<file path="config.mk">
export PLATFORM = sky130hd
export DESIGN_NAME = dense_core
export DESIGN_NICKNAME = d
export VERILOG_FILES = /design/src/dense_pkg.sv /design/src/dense_core.sv
export SDC_FILE = /design/constraint.sdc
export NUM_CORES = 1
export LEC_CHECK = 0
export BUFFER_PORTS_ARGS = -buffer_cell sky130_fd_sc_hd__buf_2
export CAP_MARGIN = 20
export CORE_ASPECT_RATIO = 1.4
export CORE_MARGIN = 4
export CORE_UTILIZATION = 60
export DETAILED_ROUTE_END_ITERATION = 6
export GPL_TIMING_DRIVEN = 0
export PLACE_DENSITY_LB_ADDON = 0.05
export SLEW_MARGIN = 10
export SYNTH_ARGS = -nofsm -noshare
export SYNTH_HDL_FRONTEND = slang
export SYNTH_SLANG_ARGS = --single-unit
</file>
<file path="constraint.sdc">
create_clock -name clk -period 11.35 [get_ports clk]
set_clock_uncertainty 0.15 [all_clocks]
set_input_delay 0.5675 -clock clk [delete_from_list [all_inputs] [get_ports clk]]
set_output_delay 0.5675 -clock clk [all_outputs]
set_load 0.02 [all_outputs]
</file>
<file path="src/dense_pkg.sv">
package dense_pkg;

  // ======================================
  // Widths and defaults
  // ======================================
  localparam int DWIDTH    = 16;
  localparam int AWIDTH    = 40;
  localparam int BWIDTH    = 32;
  localparam int LWIDTH    = 16;
  localparam int MEMSIZE   = 10;
  localparam int NETSIZE   = 10;
  localparam int FRAC_BITS = 8;
  localparam int PADDR_W   = 14;

  typedef logic signed [DWIDTH-1:0] data_t;
  typedef logic signed [AWIDTH-1:0] acc_t;
  typedef logic [BWIDTH-1:0]        bus_t;
  typedef logic [LWIDTH-1:0]        len_t;
  typedef logic [PADDR_W-1:0]       paddr_t;

  // ======================================
  // Address map, byte offsets
  // ======================================
  localparam paddr_t REG_CTRL       = 'h000;
  localparam paddr_t REG_IN_OFFSET  = 'h004;
  localparam paddr_t REG_OUT_OFFSET = 'h008;
  localparam paddr_t REG_NET_OFFSET = 'h00C;
  localparam paddr_t REG_SIZE       = 'h010;
  localparam paddr_t REG_FLAGS      = 'h014;
  localparam paddr_t IMG_BASE       = 'h1000;
  localparam paddr_t NET_BASE       = 'h2000;

  typedef struct packed {
    logic   psel;
    logic   penable;
    logic   pwrite;
    paddr_t paddr;
    bus_t   pwdata;
  } apb_req_t;

  typedef struct packed {
    bus_t prdata;
    logic pready;
    logic pslverr;
  } apb_rsp_t;

  typedef struct packed {
    len_t in_offset;
    len_t out_offset;
    len_t net_offset;
    len_t total_in;
    len_t total_out;
    logic bias_en;
    logic relu_en;
  } layer_cfg_t;

  typedef enum logic [2:0] {
    IDLE,
    BIAS,
    MAC,
    DRAIN,
    WRITE
  } core_state_t;

endpackage

</file>
<file path="src/dense_core.sv">
`timescale 1ns/1ns

module dense_core import dense_pkg::*; #(
  parameter int MEM_AW = MEMSIZE,
  parameter int NET_AW = NETSIZE,
  parameter int FRAC   = FRAC_BITS
) (
  input  logic              clk,
  input  logic              xrst,
  input  logic              start,
  input  layer_cfg_t        cfg,
  output logic              busy,
  output logic [MEM_AW-1:0] img_addr,
  input  data_t             img_rdata,
  output logic              img_we,
  output data_t             img_wdata,
  output logic [NET_AW-1:0] net_addr,
  input  data_t             net_rdata
);

  localparam acc_t SAT_HI = acc_t'(2 ** (DWIDTH - 1) - 1);
  localparam acc_t SAT_LO = -SAT_HI - 1;

  core_state_t       state;
  len_t              in_cnt;
  len_t              out_cnt;
  len_t              total_in_q;
  len_t              total_out_q;
  logic              bias_en_q;
  logic              relu_en_q;
  logic [MEM_AW-1:0] in_base;
  logic [MEM_AW-1:0] x_addr;
  logic [MEM_AW-1:0] y_addr;
  logic [NET_AW-1:0] w_addr;
  logic [NET_AW-1:0] b_addr;
  logic              last_in;
  logic              last_out;
  logic              bias_v;
  logic              mac_v;
  acc_t              acc;
  acc_t              acc_sh;
  data_t             result;

  assign last_in  = in_cnt == total_in_q - 1'b1;
  assign last_out = out_cnt == total_out_q - 1'b1;
  assign busy     = state != IDLE;

  // ========================================
  // Control
  // ========================================
  always_ff @(posedge clk) begin
    if (!xrst) begin
      state <= IDLE;
    end else begin
      case (state)
        IDLE:    if (start) state <= BIAS;
        BIAS:    state <= MAC;
        MAC:     if (last_in) state <= DRAIN;
        DRAIN:   state <= WRITE;
        WRITE:   state <= last_out ? IDLE : BIAS;
        default: state <= IDLE;
      endcase
    end
  end

  // Weights are row by row, biases follow the last row
  always_ff @(posedge clk) begin
    case (state)
      IDLE: begin
        if (start) begin
          total_in_q  <= cfg.total_in;
          total_out_q <= cfg.total_out;
          bias_en_q   <= cfg.bias_en;
          relu_en_q   <= cfg.relu_en;
          in_base     <= MEM_AW'(cfg.in_offset);
          y_addr      <= MEM_AW'(cfg.out_offset);
          w_addr      <= NET_AW'(cfg.net_offset);
          b_addr      <= NET_AW'(cfg.net_offset + cfg.total_out * cfg.total_in);
          out_cnt     <= '0;
        end
      end
      BIAS: begin
        in_cnt <= '0;
        x_addr <= in_base;
      end
      MAC: begin
        in_cnt <= in_cnt + 1'b1;
        x_addr <= x_addr + 1'b1;
        w_addr <= w_addr + 1'b1;
      end
      WRITE: begin
        out_cnt <= out_cnt + 1'b1;
        y_addr  <= y_addr + 1'b1;
        b_addr  <= b_addr + 1'b1;
      end
      default: ;
    endcase
  end

  assign net_addr  = (state == BIAS) ? b_addr : w_addr;
  assign img_addr  = (state == WRITE) ? y_addr : x_addr;
  assign img_we    = state == WRITE;
  assign img_wdata = result;

  // ========================================
  // Datapath
  // ========================================
  always_ff @(posedge clk) begin
    if (!xrst) begin
      bias_v <= 1'b0;
      mac_v  <= 1'b0;
    end else begin
      bias_v <= state == BIAS;
      mac_v  <= state == MAC;
    end
  end

  // Bias word lands in the first MAC cycle, products one cycle after issue
  always_ff @(posedge clk) begin
    if (bias_v) begin
      acc <= bias_en_q ? (acc_t'(net_rdata) <<< FRAC) : '0;
    end else if (mac_v) begin
      acc <= acc + acc_t'(net_rdata) * acc_t'(img_rdata);
    end
  end

  always_comb begin
    acc_sh = acc >>> FRAC;
    if (relu_en_q && acc_sh < 0) begin
      result = '0;
    end else if (acc_sh > SAT_HI) begin
      result = data_t'(SAT_HI);
    end else if (acc_sh < SAT_LO) begin
      result = data_t'(SAT_LO);
    end else begin
      result = data_t'(acc_sh);
    end
  end

  assert property (@(posedge clk) disable iff (!xrst) start |-> !busy)
    else $error("dense_core: start while busy");

  assert property (@(posedge clk) disable iff (!xrst) start |-> cfg.total_in != '0)
    else $error("dense_core: start with total_in of zero");

endmodule

</file>
* Yosys cells after proc, flatten, opt, wreduce, memory -nomap -nowiden
Index checks and enable logic that the tools add are counted.
** Storage, ports and cells
- Output and inout bits :: 38
- Flip-flop bits (word level) :: 161
** Operators by class
- Eq/ne operators :: 8
- Order comparisons :: 3
- Add/sub/neg operators :: 10
- Muxes and demuxes :: 22
- Multipliers :: 2
- Reductions and logical operators :: 11
** Operator list (number)
- 40-bit 2-to-1 mux :: 3
- 10-bit case mux with 2 select lines :: 4
- 16-bit 2-to-1 mux :: 4
- 16-bit case mux with 2 select lines :: 2
- 10-bit 2-to-1 mux :: 5
- 10-bit by 1-bit adder with 10-bit output (second input constant) :: 4
- 40-bit by 32-bit adder with 40-bit output :: 1
- 16-bit by 1-bit adder with 16-bit output (second input constant) :: 2
- 16-bit equality test :: 2
- 32-bit by 16-bit > comparator with 1-bit output (second input constant) :: 1
- 32-bit by 1-bit less-than comparator with 1-bit output (second input constant) :: 1
- 32-bit by 16-bit less-than comparator with 1-bit output (second input constant) :: 1
- 16-bit by 16-bit multiplier with 32-bit output :: 1
- 16-bit by 1-bit subtractor with 16-bit output (second input constant) :: 2
- 16-bit by 16-bit multiplier with 10-bit output :: 1
- 3-bit case mux with 5 select lines :: 1
- 10-bit adder :: 1
- 2-bit AND reduction :: 4
- 2-bit nonzero test :: 4
- 3-bit by 2-bit equality test with 1-bit output (second input constant) :: 2
- 3-bit 2-to-1 mux :: 2
- 2-bit != test (second input constant) :: 2
- 3-bit by 1-bit equality test with 1-bit output (second input constant) :: 1
- 3-bit equality test (second input constant) :: 1
- 4 further kinds :: 4

* Logic depth before layout (Yosys ltp)
- Word-level depth :: 4
- Gate-level depth with buffers :: 24
- Gate-level depth less buffers :: 23

* Least setup slack after synthesis
Ideal clock, no wire load.
- Path type :: input -> register
- Start point :: input net_rdata[15]
- End point :: register acc[35] (data pin)
- Stages on the path :: 24
- Setup time :: 0.255 ns
- Setup slack :: 4.247 ns
- Arrival :: 6.698 ns
- Path through :: clkbuf_1 clkbuf_1 nand2_1 fa_1 inv_1 fa_1 inv_1 fa_1 fa_1 inv_1 fa_1 inv_1 fa_1 inv_1 ha_1 clkbuf_1 a21oi_1 nand3_1 a31oi_1 a21oi_1 a221oi_1 bufinv_8 or3_1 a31o_1
** Between the ends
- Cells in the longest elaborated chain, start to end :: 4
- Elaborated cells on any way between the ends :: 5
** Ends and longest elaborated chain
- from (decl) :: RTL line dense_core.sv:18 : input data_t net_rdata
- 16-bit by 16-bit multiplier with 32-bit output :: RTL line dense_core.sv:123 : acc <= acc + acc_t'(net_rdata) * acc_t'(img_rdata);
- 40-bit by 32-bit adder with 40-bit output :: RTL line dense_core.sv:123
- 40-bit 2-to-1 mux :: RTL line dense_core.sv:122 : end else if (mac_v) begin
- 40-bit 2-to-1 mux * :: RTL line dense_core.sv:120 : if (bias_v) begin
- to (signal assigned) :: RTL line dense_core.sv:121 : acc <= bias_en_q ? (acc_t'(net_rdata) <<< FRAC) : '0;
- to (signal assigned) :: RTL line dense_core.sv:123
- to (decl) :: RTL line dense_core.sv:40 : acc_t acc;
Every way passes the cells marked *; elsewhere a longest branch is shown, timed or not. The select of a mux whose other input is x is not followed.
A chain may end at the register's enable or synchronous reset.

* Worst setup path after layout
- Start point :: input net_rdata[15]
- End point :: register acc[36] (data pin)
Same word-level chain as after synthesis.

==> impl_metrics.env <==
export IMPL_status="complete, no violations"
export IMPL_timing_hold_ws_ps=152
export IMPL_relSlewSlack_pct=31.2
export IMPL_cts_made_buffers=17
export IMPL_post_drt_wl_per_cell_um=18.7
export IMPL_cts_tree="done"
export IMPL_synth_nets=2961
export IMPL_drt_iter0_drc=948
export IMPL_grt_pass1_vias=17800
export IMPL_drive_gt1_share_pct=7.98
export IMPL_cts_resized=0
export IMPL_ys_ff_latch=161
export IMPL_setup_viol=0
export IMPL_overflow=0
export IMPL_setup_tns_ps=0
export IMPL_gp_congestion=0.929
export IMPL_syn_avg_cell_area_um2=9.57
export IMPL_slew_violations=0
export IMPL_yosysSeqAreaShare_pct=21.4
export IMPL_cp_arrival_ps=7880
export IMPL_cts_hold_fix_buffers=0
export IMPL_grt_max_degree=41
export IMPL_post_dp_cell_area_um2=23700
export IMPL_start_kind="input pin"
export IMPL_fin_util_pct=66.0
export IMPL_ctsHtreeMaxLevel=4
export IMPL_hpwl_um=47200
export IMPL_vias_per_cell=5.54
export IMPL_finalHoldViolations=0
export IMPL_cp_max_fo=10
export IMPL_clockBufferDepth=2
export IMPL_critPathKind="in2reg"
export IMPL_num_io_pins=155
export IMPL_start_util_pct=60.8
export IMPL_die_w_um=171
export IMPL_numPortBuffers=135
export IMPL_worstMarginPinSlew_ps=1020
export IMPL_synth_edf_count=156
export IMPL_synth_flop_cell="edfxtp_1"
export IMPL_ys_async_sr_fraction_pct=0
export IMPL_hold_path_class="in2reg"
export IMPL_antenna_found_initial=2
export IMPL_clock_latency_ps=440
export IMPL_areaGrowthSynthToFinish_pct=8.71
export IMPL_dr_pass1_iters=5
export IMPL_yosysTopAreaCell="fa_1"
export IMPL_coreArea_um2=36800
export IMPL_synth_top_cell_area_share_pct=32.3
export IMPL_path_clk_slew_ps=70
export IMPL_wl_um=55700
export IMPL_cts_sinks=161
export IMPL_fillers=3121
export IMPL_worstPathRequired_ps=11370
export IMPL_maxCapViolations=0
export IMPL_fmax_mhz=127
export IMPL_end_kind="flip-flop"
export IMPL_finalNetCount=3120
export IMPL_synth_warnings=0
export IMPL_yosysUniqueCellTypes=74
export IMPL_ant_nets=0
export IMPL_syn_inst=2333
export IMPL_fin_crit_sh_pct=69.3
export IMPL_fin_crit_ps=7860
export IMPL_grt_usage_pct=29.4
export IMPL_drc=0
export IMPL_synth_area_leaders="fa_1, edfxtp_1, ha_1"
export IMPL_rsz0062_at_grt="no"
export IMPL_die_h_um=236
export IMPL_vias=16500
export IMPL_grt_pass1_wl_um=93300
export IMPL_fin_area_um2=24300
export IMPL_dieArea_um2=40400
export IMPL_post_cts_buffers=0
export IMPL_cts_root_buf="clkbuf_16"
export IMPL_syn_area_um2=22300
export IMPL_fp_row_count=83
layer usage:
metal	routed length (um)	up-vias	part of all wire, %	GRT usage (%)
met3	2390	112	4.3	3.45
met1	20800	8241	37	35.2
met5	0	-	0	0
met4	2550	0	4.6	11.7
li1	-	7674	-	-
met2	30000	446	54	53.5
logic make-up after synthesis:
group                      after synthesis  share of synthesized area (%)
AOI/OAI and AO/OA                      245                           6.91
xor gates and xnor gates               139                           5.45
adders and majority gates              511                           40.7
buffers and inverters                  545                           9.22
DFF                                    161                           21.4
muxes                                   20                          0.964
and+or+nand+nor                        712                           15.3
final timing paths:
path                                    start              to  slack [ps]  cells past startpoint
worst min register to register     in_base[3]       x_addr[3]         370                      2
worst max-delay path            net_rdata[15]         acc[36]        3490                     24
worst min-delay path                  cfg[28]  total_in_q[10]         150                      1
worst max register to register        acc[15]         acc[35]        5620                     16
stage by stage:
step	cells	worst slack, ps
final	2973	3490
after CTS	2972	3540
after global placement	2935	3110
after detailed placement	2940	3080
after floorplan	2333	4250
after global routing	2972	3040
worst max-delay path, stage by stage:
cell and delay (ps):
clkbuf_1 380, clkbuf_1 530, nand2_1 220, fa_1 600, inv_1 60, fa_1 430
inv_1 320, fa_1 620, fa_1 530, inv_1 60, fa_1 520, inv_1 60
fa_1 540, inv_1 50, ha_1 280, clkbuf_1 190, a21oi_1 150, o21ai_0 170
a2111oi_0 690, o211ai_1 210, o21ai_1 290, o31ai_1 150, xnor2_1 150, o21ai_1 70
synthesized netlist by cell type (all sizes together) (3+ instances only):
master   instances
o21bai           5
inv            477
fa             360
or3             15
a21oi           54
nor2b           11
clkbuf          61
xor2            58
edfxtp         156
o211ai           5
nand2b           8
or4              4
nand3           56
nor3b            4
nand4           14
nand2          284
a21o            14
mux2i            8
o21a            10
nor2           114
mux2            12
nor4             8
and2           141
ha             151
xnor2           81
o21ai           97
o41ai            6
a2111oi          3
a211oi          11
or2              4
o2111ai          3
and3            18
buf              5
a31oi            6
a31o             4
dfxtp            5
o31ai            4
nor3            21
layout make-up:
cell class | instances | area (um2) | share of cell area (%)
antenna | 1 | 2.50 | 0.0103
multi-input combinational | 1627 | 15500 | 63.9
sequential | 161 | 4780 | 19.7
tap | 467 | 584 | 2.41
clock buffer | 20 | 437 | 1.80
timing repair buffer | 140 | 773 | 3.18
buffer | 66 | 248 | 1.02
inverter | 479 | 1810 | 7.46
clock inverter | 12 | 134 | 0.551
registers in the layout (all words and copies together) (netlist names):
register and flops:
y_addr 10, bias_en_q 1, bias_v 1, mac_v 1, acc 40, w_addr 10
in_base 10, in_cnt 16, x_addr 10, total_out_q 16, b_addr 10, relu_en_q 1
state 3, out_cnt 16, total_in_q 16
layout by cell type, fill, tap and decap left out, drive strengths merged, types with 12 or more instances in the layout:
| cell type | synthesis | final |
|---|---|---|
| nand4 | 14 | 14 |
| nor2 | 114 | 114 |
| nor3 | 21 | 21 |
| inv | 477 | 480 |
| and2 | 141 | 141 |
| and3 | 18 | 18 |
| xor2 | 58 | 58 |
| a21oi | 54 | 54 |
| o21ai | 97 | 97 |
| buf | 5 | 145 |
| or3 | 15 | 15 |
| a21o | 14 | 14 |
| clkbuf | 61 | 81 |
| mux2 | 12 | 12 |
| nand3 | 56 | 56 |
| xnor2 | 81 | 81 |
| nand2 | 284 | 284 |
| ha | 151 | 151 |
| fa | 360 | 360 |
| edfxtp | 156 | 156 |
Power is not shown: default switching activity piles up to over one toggle a cycle in this logic, so the estimate is an artifact.
