### src/dense_pkg.sv
package dense_pkg;

  // ======================================
  // Widths and defaults
  // ======================================
  localparam int DWIDTH    = 16;
  localparam int AWIDTH    = 40;
  localparam int BWIDTH    = 32;
  localparam int LWIDTH    = 16;
  localparam int MEMSIZE   = 10;
  localparam int NETSIZE   = 10;
  localparam int FRAC_BITS = 8;
  localparam int PADDR_W   = 14;

  typedef logic signed [DWIDTH-1:0] data_t;
  typedef logic signed [AWIDTH-1:0] acc_t;
  typedef logic [BWIDTH-1:0]        bus_t;
  typedef logic [LWIDTH-1:0]        len_t;
  typedef logic [PADDR_W-1:0]       paddr_t;

  // ======================================
  // Address map, byte offsets
  // ======================================
  localparam paddr_t REG_CTRL       = 'h000;
  localparam paddr_t REG_IN_OFFSET  = 'h004;
  localparam paddr_t REG_OUT_OFFSET = 'h008;
  localparam paddr_t REG_NET_OFFSET = 'h00C;
  localparam paddr_t REG_SIZE       = 'h010;
  localparam paddr_t REG_FLAGS      = 'h014;
  localparam paddr_t IMG_BASE       = 'h1000;
  localparam paddr_t NET_BASE       = 'h2000;

  typedef struct packed {
    logic   psel;
    logic   penable;
    logic   pwrite;
    paddr_t paddr;
    bus_t   pwdata;
  } apb_req_t;

  typedef struct packed {
    bus_t prdata;
    logic pready;
    logic pslverr;
  } apb_rsp_t;

  typedef struct packed {
    len_t in_offset;
    len_t out_offset;
    len_t net_offset;
    len_t total_in;
    len_t total_out;
    logic bias_en;
    logic relu_en;
  } layer_cfg_t;

  typedef enum logic [2:0] {
    IDLE,
    BIAS,
    MAC,
    DRAIN,
    WRITE
  } core_state_t;

endpackage

### src/dense_regs.sv
`timescale 1ns/1ns

module dense_regs import dense_pkg::*; #(
  parameter int MEM_AW = MEMSIZE,
  parameter int NET_AW = NETSIZE
) (
  input  logic              clk,
  input  logic              xrst,
  input  apb_req_t          apb_req,
  output apb_rsp_t          apb_rsp,
  output layer_cfg_t        cfg,
  output logic              start,
  input  logic              busy,
  output logic              img_we,
  output logic [MEM_AW-1:0] img_addr,
  output data_t             img_wdata,
  input  data_t             img_rdata,
  output logic              net_we,
  output logic [NET_AW-1:0] net_addr,
  output data_t             net_wdata,
  input  data_t             net_rdata
);

  localparam int RGN_W = PADDR_W - 12;
  localparam logic [RGN_W-1:0] IMG_RGN = IMG_BASE[PADDR_W-1:12];
  localparam logic [RGN_W-1:0] NET_RGN = NET_BASE[PADDR_W-1:12];

  logic [RGN_W-1:0] region;
  logic [RGN_W-1:0] src_q;
  logic             access;
  logic             wr;
  logic             mem_sel;
  logic             reject;
  logic             pready_q;
  logic             pslverr_q;
  logic             busy_q;
  logic             busy_fall;
  logic             done;
  bus_t             reg_rdata;
  bus_t             reg_rdata_q;
  bus_t             rsp_data;

  // ======================================
  // Decode
  // ======================================
  assign region  = apb_req.paddr[PADDR_W-1:12];
  // Only the first access cycle acts
  assign access  = apb_req.psel && apb_req.penable && !pready_q;
  assign wr      = access && apb_req.pwrite;
  assign mem_sel = region == IMG_RGN || region == NET_RGN;
  assign reject  = mem_sel && busy;

  assign img_addr  = apb_req.paddr[MEM_AW+1:2];
  assign net_addr  = apb_req.paddr[NET_AW+1:2];
  assign img_wdata = apb_req.pwdata[DWIDTH-1:0];
  assign net_wdata = apb_req.pwdata[DWIDTH-1:0];
  assign img_we    = wr && !busy && region == IMG_RGN;
  assign net_we    = wr && !busy && region == NET_RGN;

  // ======================================
  // Layer registers
  // ======================================
  always_ff @(posedge clk) begin
    if (!xrst) begin
      cfg <= '0;
    end else if (wr) begin
      case (apb_req.paddr)
        REG_IN_OFFSET:  cfg.in_offset  <= apb_req.pwdata[LWIDTH-1:0];
        REG_OUT_OFFSET: cfg.out_offset <= apb_req.pwdata[LWIDTH-1:0];
        REG_NET_OFFSET: cfg.net_offset <= apb_req.pwdata[LWIDTH-1:0];
        REG_SIZE: begin
          cfg.total_out <= apb_req.pwdata[2*LWIDTH-1:LWIDTH];
          cfg.total_in  <= apb_req.pwdata[LWIDTH-1:0];
        end
        REG_FLAGS: begin
          cfg.bias_en <= apb_req.pwdata[0];
          cfg.relu_en <= apb_req.pwdata[1];
        end
        default: ;
      endcase
    end
  end

  // Done already shows in the cycle busy falls
  assign busy_fall = busy_q && !busy;

  // Start pulse and done flag
  always_ff @(posedge clk) begin
    if (!xrst) begin
      start  <= 1'b0;
      busy_q <= 1'b0;
      done   <= 1'b0;
    end else begin
      start  <= wr && apb_req.paddr == REG_CTRL && apb_req.pwdata[0] && !busy;
      busy_q <= busy;
      if (start) begin
        done <= 1'b0;
      end else if (busy_fall) begin
        done <= 1'b1;
      end
    end
  end

  always_comb begin
    case (apb_req.paddr)
      REG_CTRL:       reg_rdata = bus_t'({done || busy_fall, busy});
      REG_IN_OFFSET:  reg_rdata = bus_t'(cfg.in_offset);
      REG_OUT_OFFSET: reg_rdata = bus_t'(cfg.out_offset);
      REG_NET_OFFSET: reg_rdata = bus_t'(cfg.net_offset);
      REG_SIZE:       reg_rdata = {cfg.total_out, cfg.total_in};
      REG_FLAGS:      reg_rdata = bus_t'({cfg.relu_en, cfg.bias_en});
      default:        reg_rdata = '0;
    endcase
  end

  // ======================================
  // Response
  // ======================================
  always_ff @(posedge clk) begin
    if (!xrst) begin
      pready_q  <= 1'b0;
      pslverr_q <= 1'b0;
      src_q     <= '0;
    end else begin
      pready_q  <= access;
      pslverr_q <= access && reject;
      if (access) begin
        src_q <= region;
      end
    end
  end

  always_ff @(posedge clk) begin
    if (access) begin
      reg_rdata_q <= reg_rdata;
    end
  end

  // RAM words arrive in the response cycle
  always_comb begin
    case (src_q)
      IMG_RGN: rsp_data = {{(BWIDTH - DWIDTH){img_rdata[DWIDTH-1]}}, img_rdata};
      NET_RGN: rsp_data = {{(BWIDTH - DWIDTH){net_rdata[DWIDTH-1]}}, net_rdata};
      default: rsp_data = reg_rdata_q;
    endcase
    apb_rsp.prdata  = pslverr_q ? '0 : rsp_data;
    apb_rsp.pready  = pready_q;
    apb_rsp.pslverr = pslverr_q;
  end

  assert property (@(posedge clk) disable iff (!xrst)
    apb_rsp.pready |-> apb_req.psel && apb_req.penable)
    else $error("dense_regs: pready outside access phase");

endmodule

### config.mk
export PLATFORM = sky130hd
export DESIGN_NAME = dense_regs
export DESIGN_NICKNAME = d
export VERILOG_FILES = /design/src/dense_pkg.sv /design/src/dense_regs.sv
export SDC_FILE = /design/constraint.sdc
export NUM_CORES = 1
export LEC_CHECK = 0
export ABC_CLOCK_PERIOD_IN_PS = 8400
export BUFFER_PORTS_ARGS = -buffer_cell sky130_fd_sc_hd__buf_2
export CORE_UTILIZATION = 40
export DETAILED_ROUTE_END_ITERATION = 8
export PLACE_DENSITY = 0.74
export SLEW_MARGIN = 20
export SYNTH_ARGS = -nofsm -noshare
export SYNTH_HDL_FRONTEND = slang
export SYNTH_SLANG_ARGS = --single-unit
### constraint.sdc
create_clock -name clk -period 8.4 [get_ports clk]
set_clock_uncertainty 0.1 [all_clocks]
set_input_delay 1.26 -clock clk [delete_from_list [all_inputs] [get_ports clk]]
set_output_delay 1.26 -clock clk [all_outputs]
set_load 0.02 [all_outputs]
==> Word level (Yosys, flattened, before mapping) <==
Cells that the tools add are included.
{ "totals": {"out_inout_bits": 171, "input_bits": 84, "regBits": 121} }
{ "op_classes": {"muxes": 3, "n_reduce_logical": 23, "eq_ne": 9, "n_bitwise": 1} }
{ "op_table": {"columns": ["op", "n"], "rows": [
  ["32-bit one-hot mux with 6 select lines", 1],
  ["32-bit one-hot mux with 2 select lines", 1],
  ["32-bit 2-to-1 mux", 1],
  ["14-bit by 4-bit == test with 1-bit output (second input constant)", 2],
  ["14-bit by 5-bit == test with 1-bit output (second input constant)", 2],
  ["14-bit by 3-bit == test with 1-bit output (second input constant)", 1],
  ["14-bit zero test", 1],
  ["1-bit logical AND", 12],
  ["2-bit AND reduction", 5],
  ["2-bit by 1-bit == test with 1-bit output (second input constant)", 2],
  ["2-bit == test (second input constant)", 2],
  ["1-bit zero test", 2],
  ["1-bit logical OR", 2],
  ["2-bit OR reduction", 1],
  ["1-bit inverter", 1]
]} }

==> Depth between registers and ports, before layout <==
Gate-level depths: netlist of run 1.
{ "depth": {"word_depth": 6, "mapped_depth": 8, "mapped_depth_nobuf": 6} }

==> Least setup slack after synthesis of run 1 <==
Ideal clock, no wire load.
{ "synth_path": {"path_kind": "input to output", "startpoint": "input apb_req[47] (netlist bit)", "endpoint": "output net_we", "slack_ns": 3.919, "n_path_buf": 0, "cell_stages": 4, "required_ns": 7.040, "arrival_ns": 3.121, "path_cell_list": "nand3b_1 -> inv_1 -> nand2_1 -> nor3b_1"} }
{ "synth_between": {"elab_chain_cells": 5} }
{ "synth_lines": {"columns": ["item", "line_no", "rtl"], "rows": [
  ["from (decl)", "dense_regs.sv:9", "input apb_req_t apb_req,"],
  ["1-bit logical AND (2 in series)", "dense_regs.sv:48", "assign access = apb_req.psel && apb_req.penable && !pready_q;"],
  ["net access", "dense_regs.sv:30", "logic access;"],
  ["1-bit logical AND", "dense_regs.sv:49", "assign wr = access && apb_req.pwrite;"],
  ["1-bit logical AND (2 in series)", "dense_regs.sv:58", "assign net_we = wr && !busy && region == NET_RGN;"],
  ["to (decl)", "dense_regs.sv:18", "output logic net_we,"]
]} }
The timed path passes the listed nets, and every way through them passes these cells.

==> impl_results.md, run 1 <==
- Status: complete, no violations
- CTS tree: done
- Largest family of logic cells by synthesized area: simple AND/OR/NAND/NOR gates
- Gr usage total: 0.205
- GP Congestion: ~0.76
- Setup Buffers After CTS: 0
- Post-Syn Area: just under 6000 sq um
- Final-report max-slew violation count: 0
- Htree depth: 4
- Multiplexer share of the synthesized area: 0.141
- DPL Wire Length: 11.4 mm
- Initial drt markers: ~250
- Register bit total from synthesis: between 100 and 150
- Core area: around 15000 sq um
- Cts repair resizes: 0
- Vias per cell: 4.99
- Tmin final: 3.83 ns
- Main synth FF type: dfxtp_1
- Die H: approximately 120 um
- Logic pwr share: 0.099
- Initial Util: 0.410
- Post-synth top cells: nand2_1 (127), dfxtp_1 (89), mux2i_1 (82)
- Skew-Pair Late Insertion Delay: between 0.4 and 0.5 ns
- Crit path arrival time: about 2.5 ns
- Num Clock Sinks: about 120
- CP Max Fanout: 17
- Share of layout cells above drive strength 1: 0.365
- Row count: 44
- Syn. warnings: 0
- Critical path class: in2out
- CTS clock-pin slew for the worst setup and hold paths: roughly 0.05 ns
- Pin count of the biggest net entering global routing: 67
- Die area: between 15000 and 20000 sq um
- Initial antenna violation count: 0
- DR DRC count: 0
- Ant. Diodes: 0
- I/O pins: between 200 and 300
- Area Growth Syn to Fin: 26.9%
- Placed insts: around 980
- Relative slew slack: 0.269
- Period utilization: 0.456
- F_max: 0.261 GHz
- Hold WC Path Type: reg2reg
- Number of synthesized flops with an enable pin: 32
- Area contributors post-synth: dfxtp_1 (30%), edfxtp_1 (16%), mux2i_1 (14%)
- Synth Area in Simple Gates: 0.176
- IO buf count: ~250
- Reg2Reg Setup Slack: between 5 and 6 ns
- Root Buffer: clkbuf_16
- First-pass GRT wire length: roughly 23 mm
- RSZ-0062 raised after global routing: no
- Most numerous cell in the Yosys netlist: nand2_1
- Sequential Power Share: 0.410
- Setup TNS: 0 ns
- Clock power share: 0.491
- Worst EP required: between 7 and 8 ns
- Die Wd: between 100 and 150 um
- Library cells used by synthesis: 45
- Crit path capture type: output port
- Vias: between 5000 and 6000
- Post-Syn Area per Cell: about 9.5 sq um
- Post-CTS Hold Buffers: 0
- Post-synth top area share: 0.299
- XOR/XNOR share of the synthesized area: 0
- Syn nets: between 700 and 800
- Clock buffer depth: 2
- Leak: 3.60 nW
- Leading area contributor after synthesis: dfxtp_1
- Final ANT Viol Nets: 0
- Sw Ratio: 0.245
- Sw Pwr: 0.362 mW
- Sequential-to-total area share from yosys stat: 0.460
- Synth Area in Compound Gates: 0.0999
- Worst-Margin Slew: about 1.1 ns
- Pre-Repair DR Iteration Count: 4
- Asr flop ratio synth: 0
- Number of max-cap violations: 0
- Power Dens Cells: 196 nW/um^2
- Synth Instances: 631
- Synth Area in Adders: 0.0105
- WL final: 15.9 mm
- Fin nets: between 900 and 1000
- Peak VDD IR: about 110 uV
- Num CTS Buffers: 17
- Setup Viol. Count Final: 0
- Int Pwr: about 1.1 mW
- WL per Instance: around 16 um
- Final hold violation count: 0
- Vias in the first global route: 4476
- Fin cells: around 1000
- Global route overflow: 0
- CP Launch Type: input pin
-- placed cells by master (no fill, tap or decap), types with 2 or more instances in the layout --
cell       count
nor3_1         2
nor2_1        44
inv_1         23
nand2_1      127
clkinv_4       2
buf_2        253
nand3b_1       2
edfxtp_1      32
ha_1           5
buf_4          8
nor2b_1        2
a21oi_1       32
mux2i_1       82
nand3_1        2
clkbuf_8       2
and3_1         2
a221o_1       14
nor4_4         3
a21boi_0       2
a22oi_1       30
nand2_4        2
nor3b_1        2
clkbuf_16     21
mux2_2         2
clkbuf_1       3
and2_1        18
dfxtp_1       89
nor4_1         3
-- cell type report --
class,count,area (sq um)
Multi-Input combinational cell,394,2570
Sequential cell,121,2740
Tap cell,184,230
Inverter,23,86.3
Timing Repair Buffer,261,1330
Clock buffer,26,564
Clock inverter,6,45.0
Fill cell,1371,6970
-- cells by family after synthesis --
| family | count (synthesis) |
|---|---|
| AO/OA/AOI/OAI | 85 |
| buffers and inverters | 116 |
| multiplexers | 84 |
| flip-flops | 121 |
| adder cells (fa/ha/maj) | 5 |
| AND/OR/NAND/NOR | 220 |
-- per-stage QoR --
stage | instance area, sq um | util | power [mW] | hold WS (ns) | setup slack [ns]
4_1_cts | 7560 | 0.520 | 1.49 | 0.371 | 4.53
6_report | 7570 | 0.521 | 1.48 | 0.372 | 4.57
3_5_place_dp | 6960 | 0.479 | 0.766 | 0.363 | 4.38
3_3_place_gp | 6960 | 0.479 | 0.764 | 0.352 | 4.43
2_1_floorplan | 5960 | - | 0.721 | 0.360 | 3.92
5_1_grt | 7570 | 0.521 | 1.53 | 0.381 | 4.31
-- power groups by stage --
stage	Clock, mW	Sequential (mW)	Combinational [mW]
finish	0.727	0.606	0.146
global route	0.765	0.607	0.161
detailed placement	0	0.619	0.147
global placement	0	0.619	0.146
floorplan	0	0.617	0.104
CTS	0.737	0.606	0.148
-- routing by layer --
metal / up-vias / wire (um) / track usage
li1: 2506 / - / -
met1: 2359 / 6880 / 0.247
met2: 183 / 7780 / 0.345
met3: 19 / 1020 / 0.0586
met4: 0 / 194 / 0.0714
met5: - / 0 / 0
-- path summary, 6_finish.rpt --
kind	startpoint	end	depth (start not counted)
max	net_rdata[15]	apb_rsp[19]	5
min	cfg[14]$_SDFFE_PN0P_	cfg[14]$_SDFFE_PN0P_	2
max reg2reg	pready_q$_SDFF_PN0_	cfg[25]$_SDFFE_PN0P_	6
min reg2reg	cfg[14]$_SDFFE_PN0P_	cfg[14]$_SDFFE_PN0P_	2
-- critical path: stages --
cell	delay, ns
buf_2	0.09
a221oi_1	0.31
or2_1	0.52
a21oi_1	0.09
buf_2	0.19
-- flip-flops by register name, summed over array words and instances, names as in the netlist --
register     flops
start            1
done             1
pslverr_q        1
busy_q           1
cfg             82
src_q            2
pready_q         1
reg_rdata_q     32
Power figures use the tool's default switching activity.
==> inputs of run 2 (changes only) <==
--- a/config.mk
+++ b/config.mk
@@ -5,11 +5,11 @@
 export SDC_FILE = /design/constraint.sdc
 export NUM_CORES = 1
 export LEC_CHECK = 0
-export ABC_CLOCK_PERIOD_IN_PS = 8400
+export ABC_CLOCK_PERIOD_IN_PS = 3300
 export BUFFER_PORTS_ARGS = -buffer_cell sky130_fd_sc_hd__buf_2
 export CORE_UTILIZATION = 40
 export DETAILED_ROUTE_END_ITERATION = 8
-export PLACE_DENSITY = 0.74
+export PLACE_DENSITY = 0.77
 export SLEW_MARGIN = 20
 export SYNTH_ARGS = -nofsm -noshare
 export SYNTH_HDL_FRONTEND = slang
==> constraint.sdc (replaced) <==
create_clock -name clk -period 3.3 [get_ports clk]
set_clock_uncertainty 0.1 [all_clocks]
set_input_delay 0.495 -clock clk [delete_from_list [all_inputs] [get_ports clk]]
set_output_delay 0.495 -clock clk [all_outputs]
set_load 0.02 [all_outputs]
==> impl_results.md, run 2 (same netlist as run 1, synthesis figures left out) <==
- CP bufs+invs: 2
- Leak: 3.64 nW
- Sw Ratio: 0.253
- Num CTS Buffers: 17
- Placed Area: 7020 sq um
- CP Max Fanout: 17
- WL final: around 17 mm
- Hold slack: 0.223 ns
- Design area: about 7600 sq um
- Worst reg2reg path depth: 6
- Vias: 5119
- DPL Wire Length: 11.9 mm
- Relative slew slack: 0.458
- Final hold violation count: 0
- Setup Viol. Count Final: 0
- Most flops, register: cfg
- Crit-path max cell delay: 0.50 ns
- Hold Path Cell Cnt: 3
- Row count: 44
- Int Pwr: between 2 and 3 mW
- WL per Instance: between 15 and 20 um
- Crit path arrival time: 2.35 ns
- Pin count of the biggest net entering global routing: 57
- CP Depth: 6
- Initial Util: 0.410
- Critical path launch point: src_q[0]$_SDFFE_PN0P_
- Setup TNS: 0 ns
- Worst EP required: ~2.7 ns
- Gr usage total: 0.212
- DR DRC count: 0
- Htree depth: 4
- Biggest regs: cfg x82, reg_rdata_q x32, src_q x2
- F_max: roughly 0.34 GHz
- Sw Pwr: roughly 0.95 mW
- Family with the most delay on the worst path: simple AND/OR/NAND/NOR gates
- Logic pwr share: 0.101
- Most common cell after layout, fill and taps aside: buf_2
- Reg2reg start: pready_q$_SDFF_PN0_
- Root Buffer: clkbuf_16
- Setup Buffers After CTS: 0
- Die Wd: approximately 120 um
- Ant. Diodes: 0
- Tmin final: 2.94 ns
- Pre-Repair DR Iteration Count: 4
- Number of max-cap violations: 0
- CTS tree: done
- Final core occ: 0.524
- Initial antenna violation count: 0
- Crit path capture type: output port
- First-pass GRT wire length: around 24 mm
- Hold Crit Start: apb_req[26]
- RSZ-0062 raised after global routing: no
- Hold WC Path Type: in2reg
- CTS clock-pin slew for the worst setup and hold paths: ~0.060 ns
- Share of layout cells above drive strength 1: 0.372
- Peak VDD IR: between 200 and 300 uV
- Vias per cell: 5.00
- IO buf count: between 200 and 300
- Final ANT Viol Nets: 0
- Core area: roughly 15000 sq um
- Clock power share: 0.490
- Area Growth Syn to Fin: 27.6%
- Skew-Pair Late Insertion Delay: between 0.4 and 0.5 ns
- GP Congestion: roughly 0.77
- Global route overflow: 0
- Clock buffer depth: 2
- Num Clock Sinks: around 120
- Die H: 124 um
- CP Launch Type: register
- Worst-Margin Slew: just over 0.8 ns
- Most frequent cells in the layout: buf_2 (253), nand2_1 (127), dfxtp_1 (89)
- Cts repair resizes: 0
- Status: complete, no violations
- Sequential Power Share: 0.409
- Max reg flops: slightly above 80
- Power Dens Cells: about 500 nW/um^2
- Fin nets: just over 900
- Initial drt markers: 186
- Post-CTS Hold Buffers: 0
- Vias in the first global route: ~4500
- Final-report max-slew violation count: 0
- Critical path class: reg2out
- Die area: about 15000 sq um
- Critical-path cell list: inv_1, ha_1, a221oi_1, or2_1, a21oi_1, buf_2
- Period utilization: 0.892
- I/O pins: ~260
- Slowest stage cell, crit path: or2_1
run 2: path summary, 6_finish.rpt:
path / endpoint / slack (ns)
max reg2reg: cfg[5]$_SDFFE_PN0P_ / 1.31
max: apb_rsp[21] / 0.36
min reg2reg: cfg[15]$_SDFFE_PN0P_ / 0.37
min: cfg[12]$_SDFFE_PN0P_ / 0.22
run 2: power by group through the flow:
stage	registers (mW)	logic (mW)	clock network, mW
floorplan	1.57	0.265	0
global placement	1.58	0.377	0
detailed placement	1.58	0.381	0
CTS	1.54	0.382	1.86
global route	1.54	0.418	1.95
finish	1.54	0.381	1.85
run 2: area by class of cell:
cell class / count / area (sq um)
repair buffers: 269 / 1390
well taps: 184 / 230
clock buffers: 21 / 493
flip-flops and latches: 121 / 2740
clock inverters: 11 / 104
fillers: 1363 / 6920
inverters: 23 / 86.3
multi-input cells: 394 / 2570
run 2: stage by stage:
step	worst slack, ns	total power, mW	instances
after floorplan	0.349	1.84	631
after global placement	0.892	1.95	991
after detailed placement	0.785	1.96	991
after CTS	0.341	3.79	1023
after global routing	0.192	3.91	1023
final	0.356	3.77	1023
run 2: worst min-delay path, delay by kind of cell:
kind | cells | cell delay (ns)
simple gates | 1 | 0.04
buf+inv | 1 | 0.10
mux | 1 | 0.05
run 2: metal layers:
layer | wire length [um] | up-vias | track usage
met1 | 6980 | 2364 | 0.257
met4 | 366 | 0 | 0.0923
met5 | 0 | - | 0
met3 | 1210 | 22 | 0.0467
li1 | - | 2514 | -
met2 | 8150 | 219 | 0.359
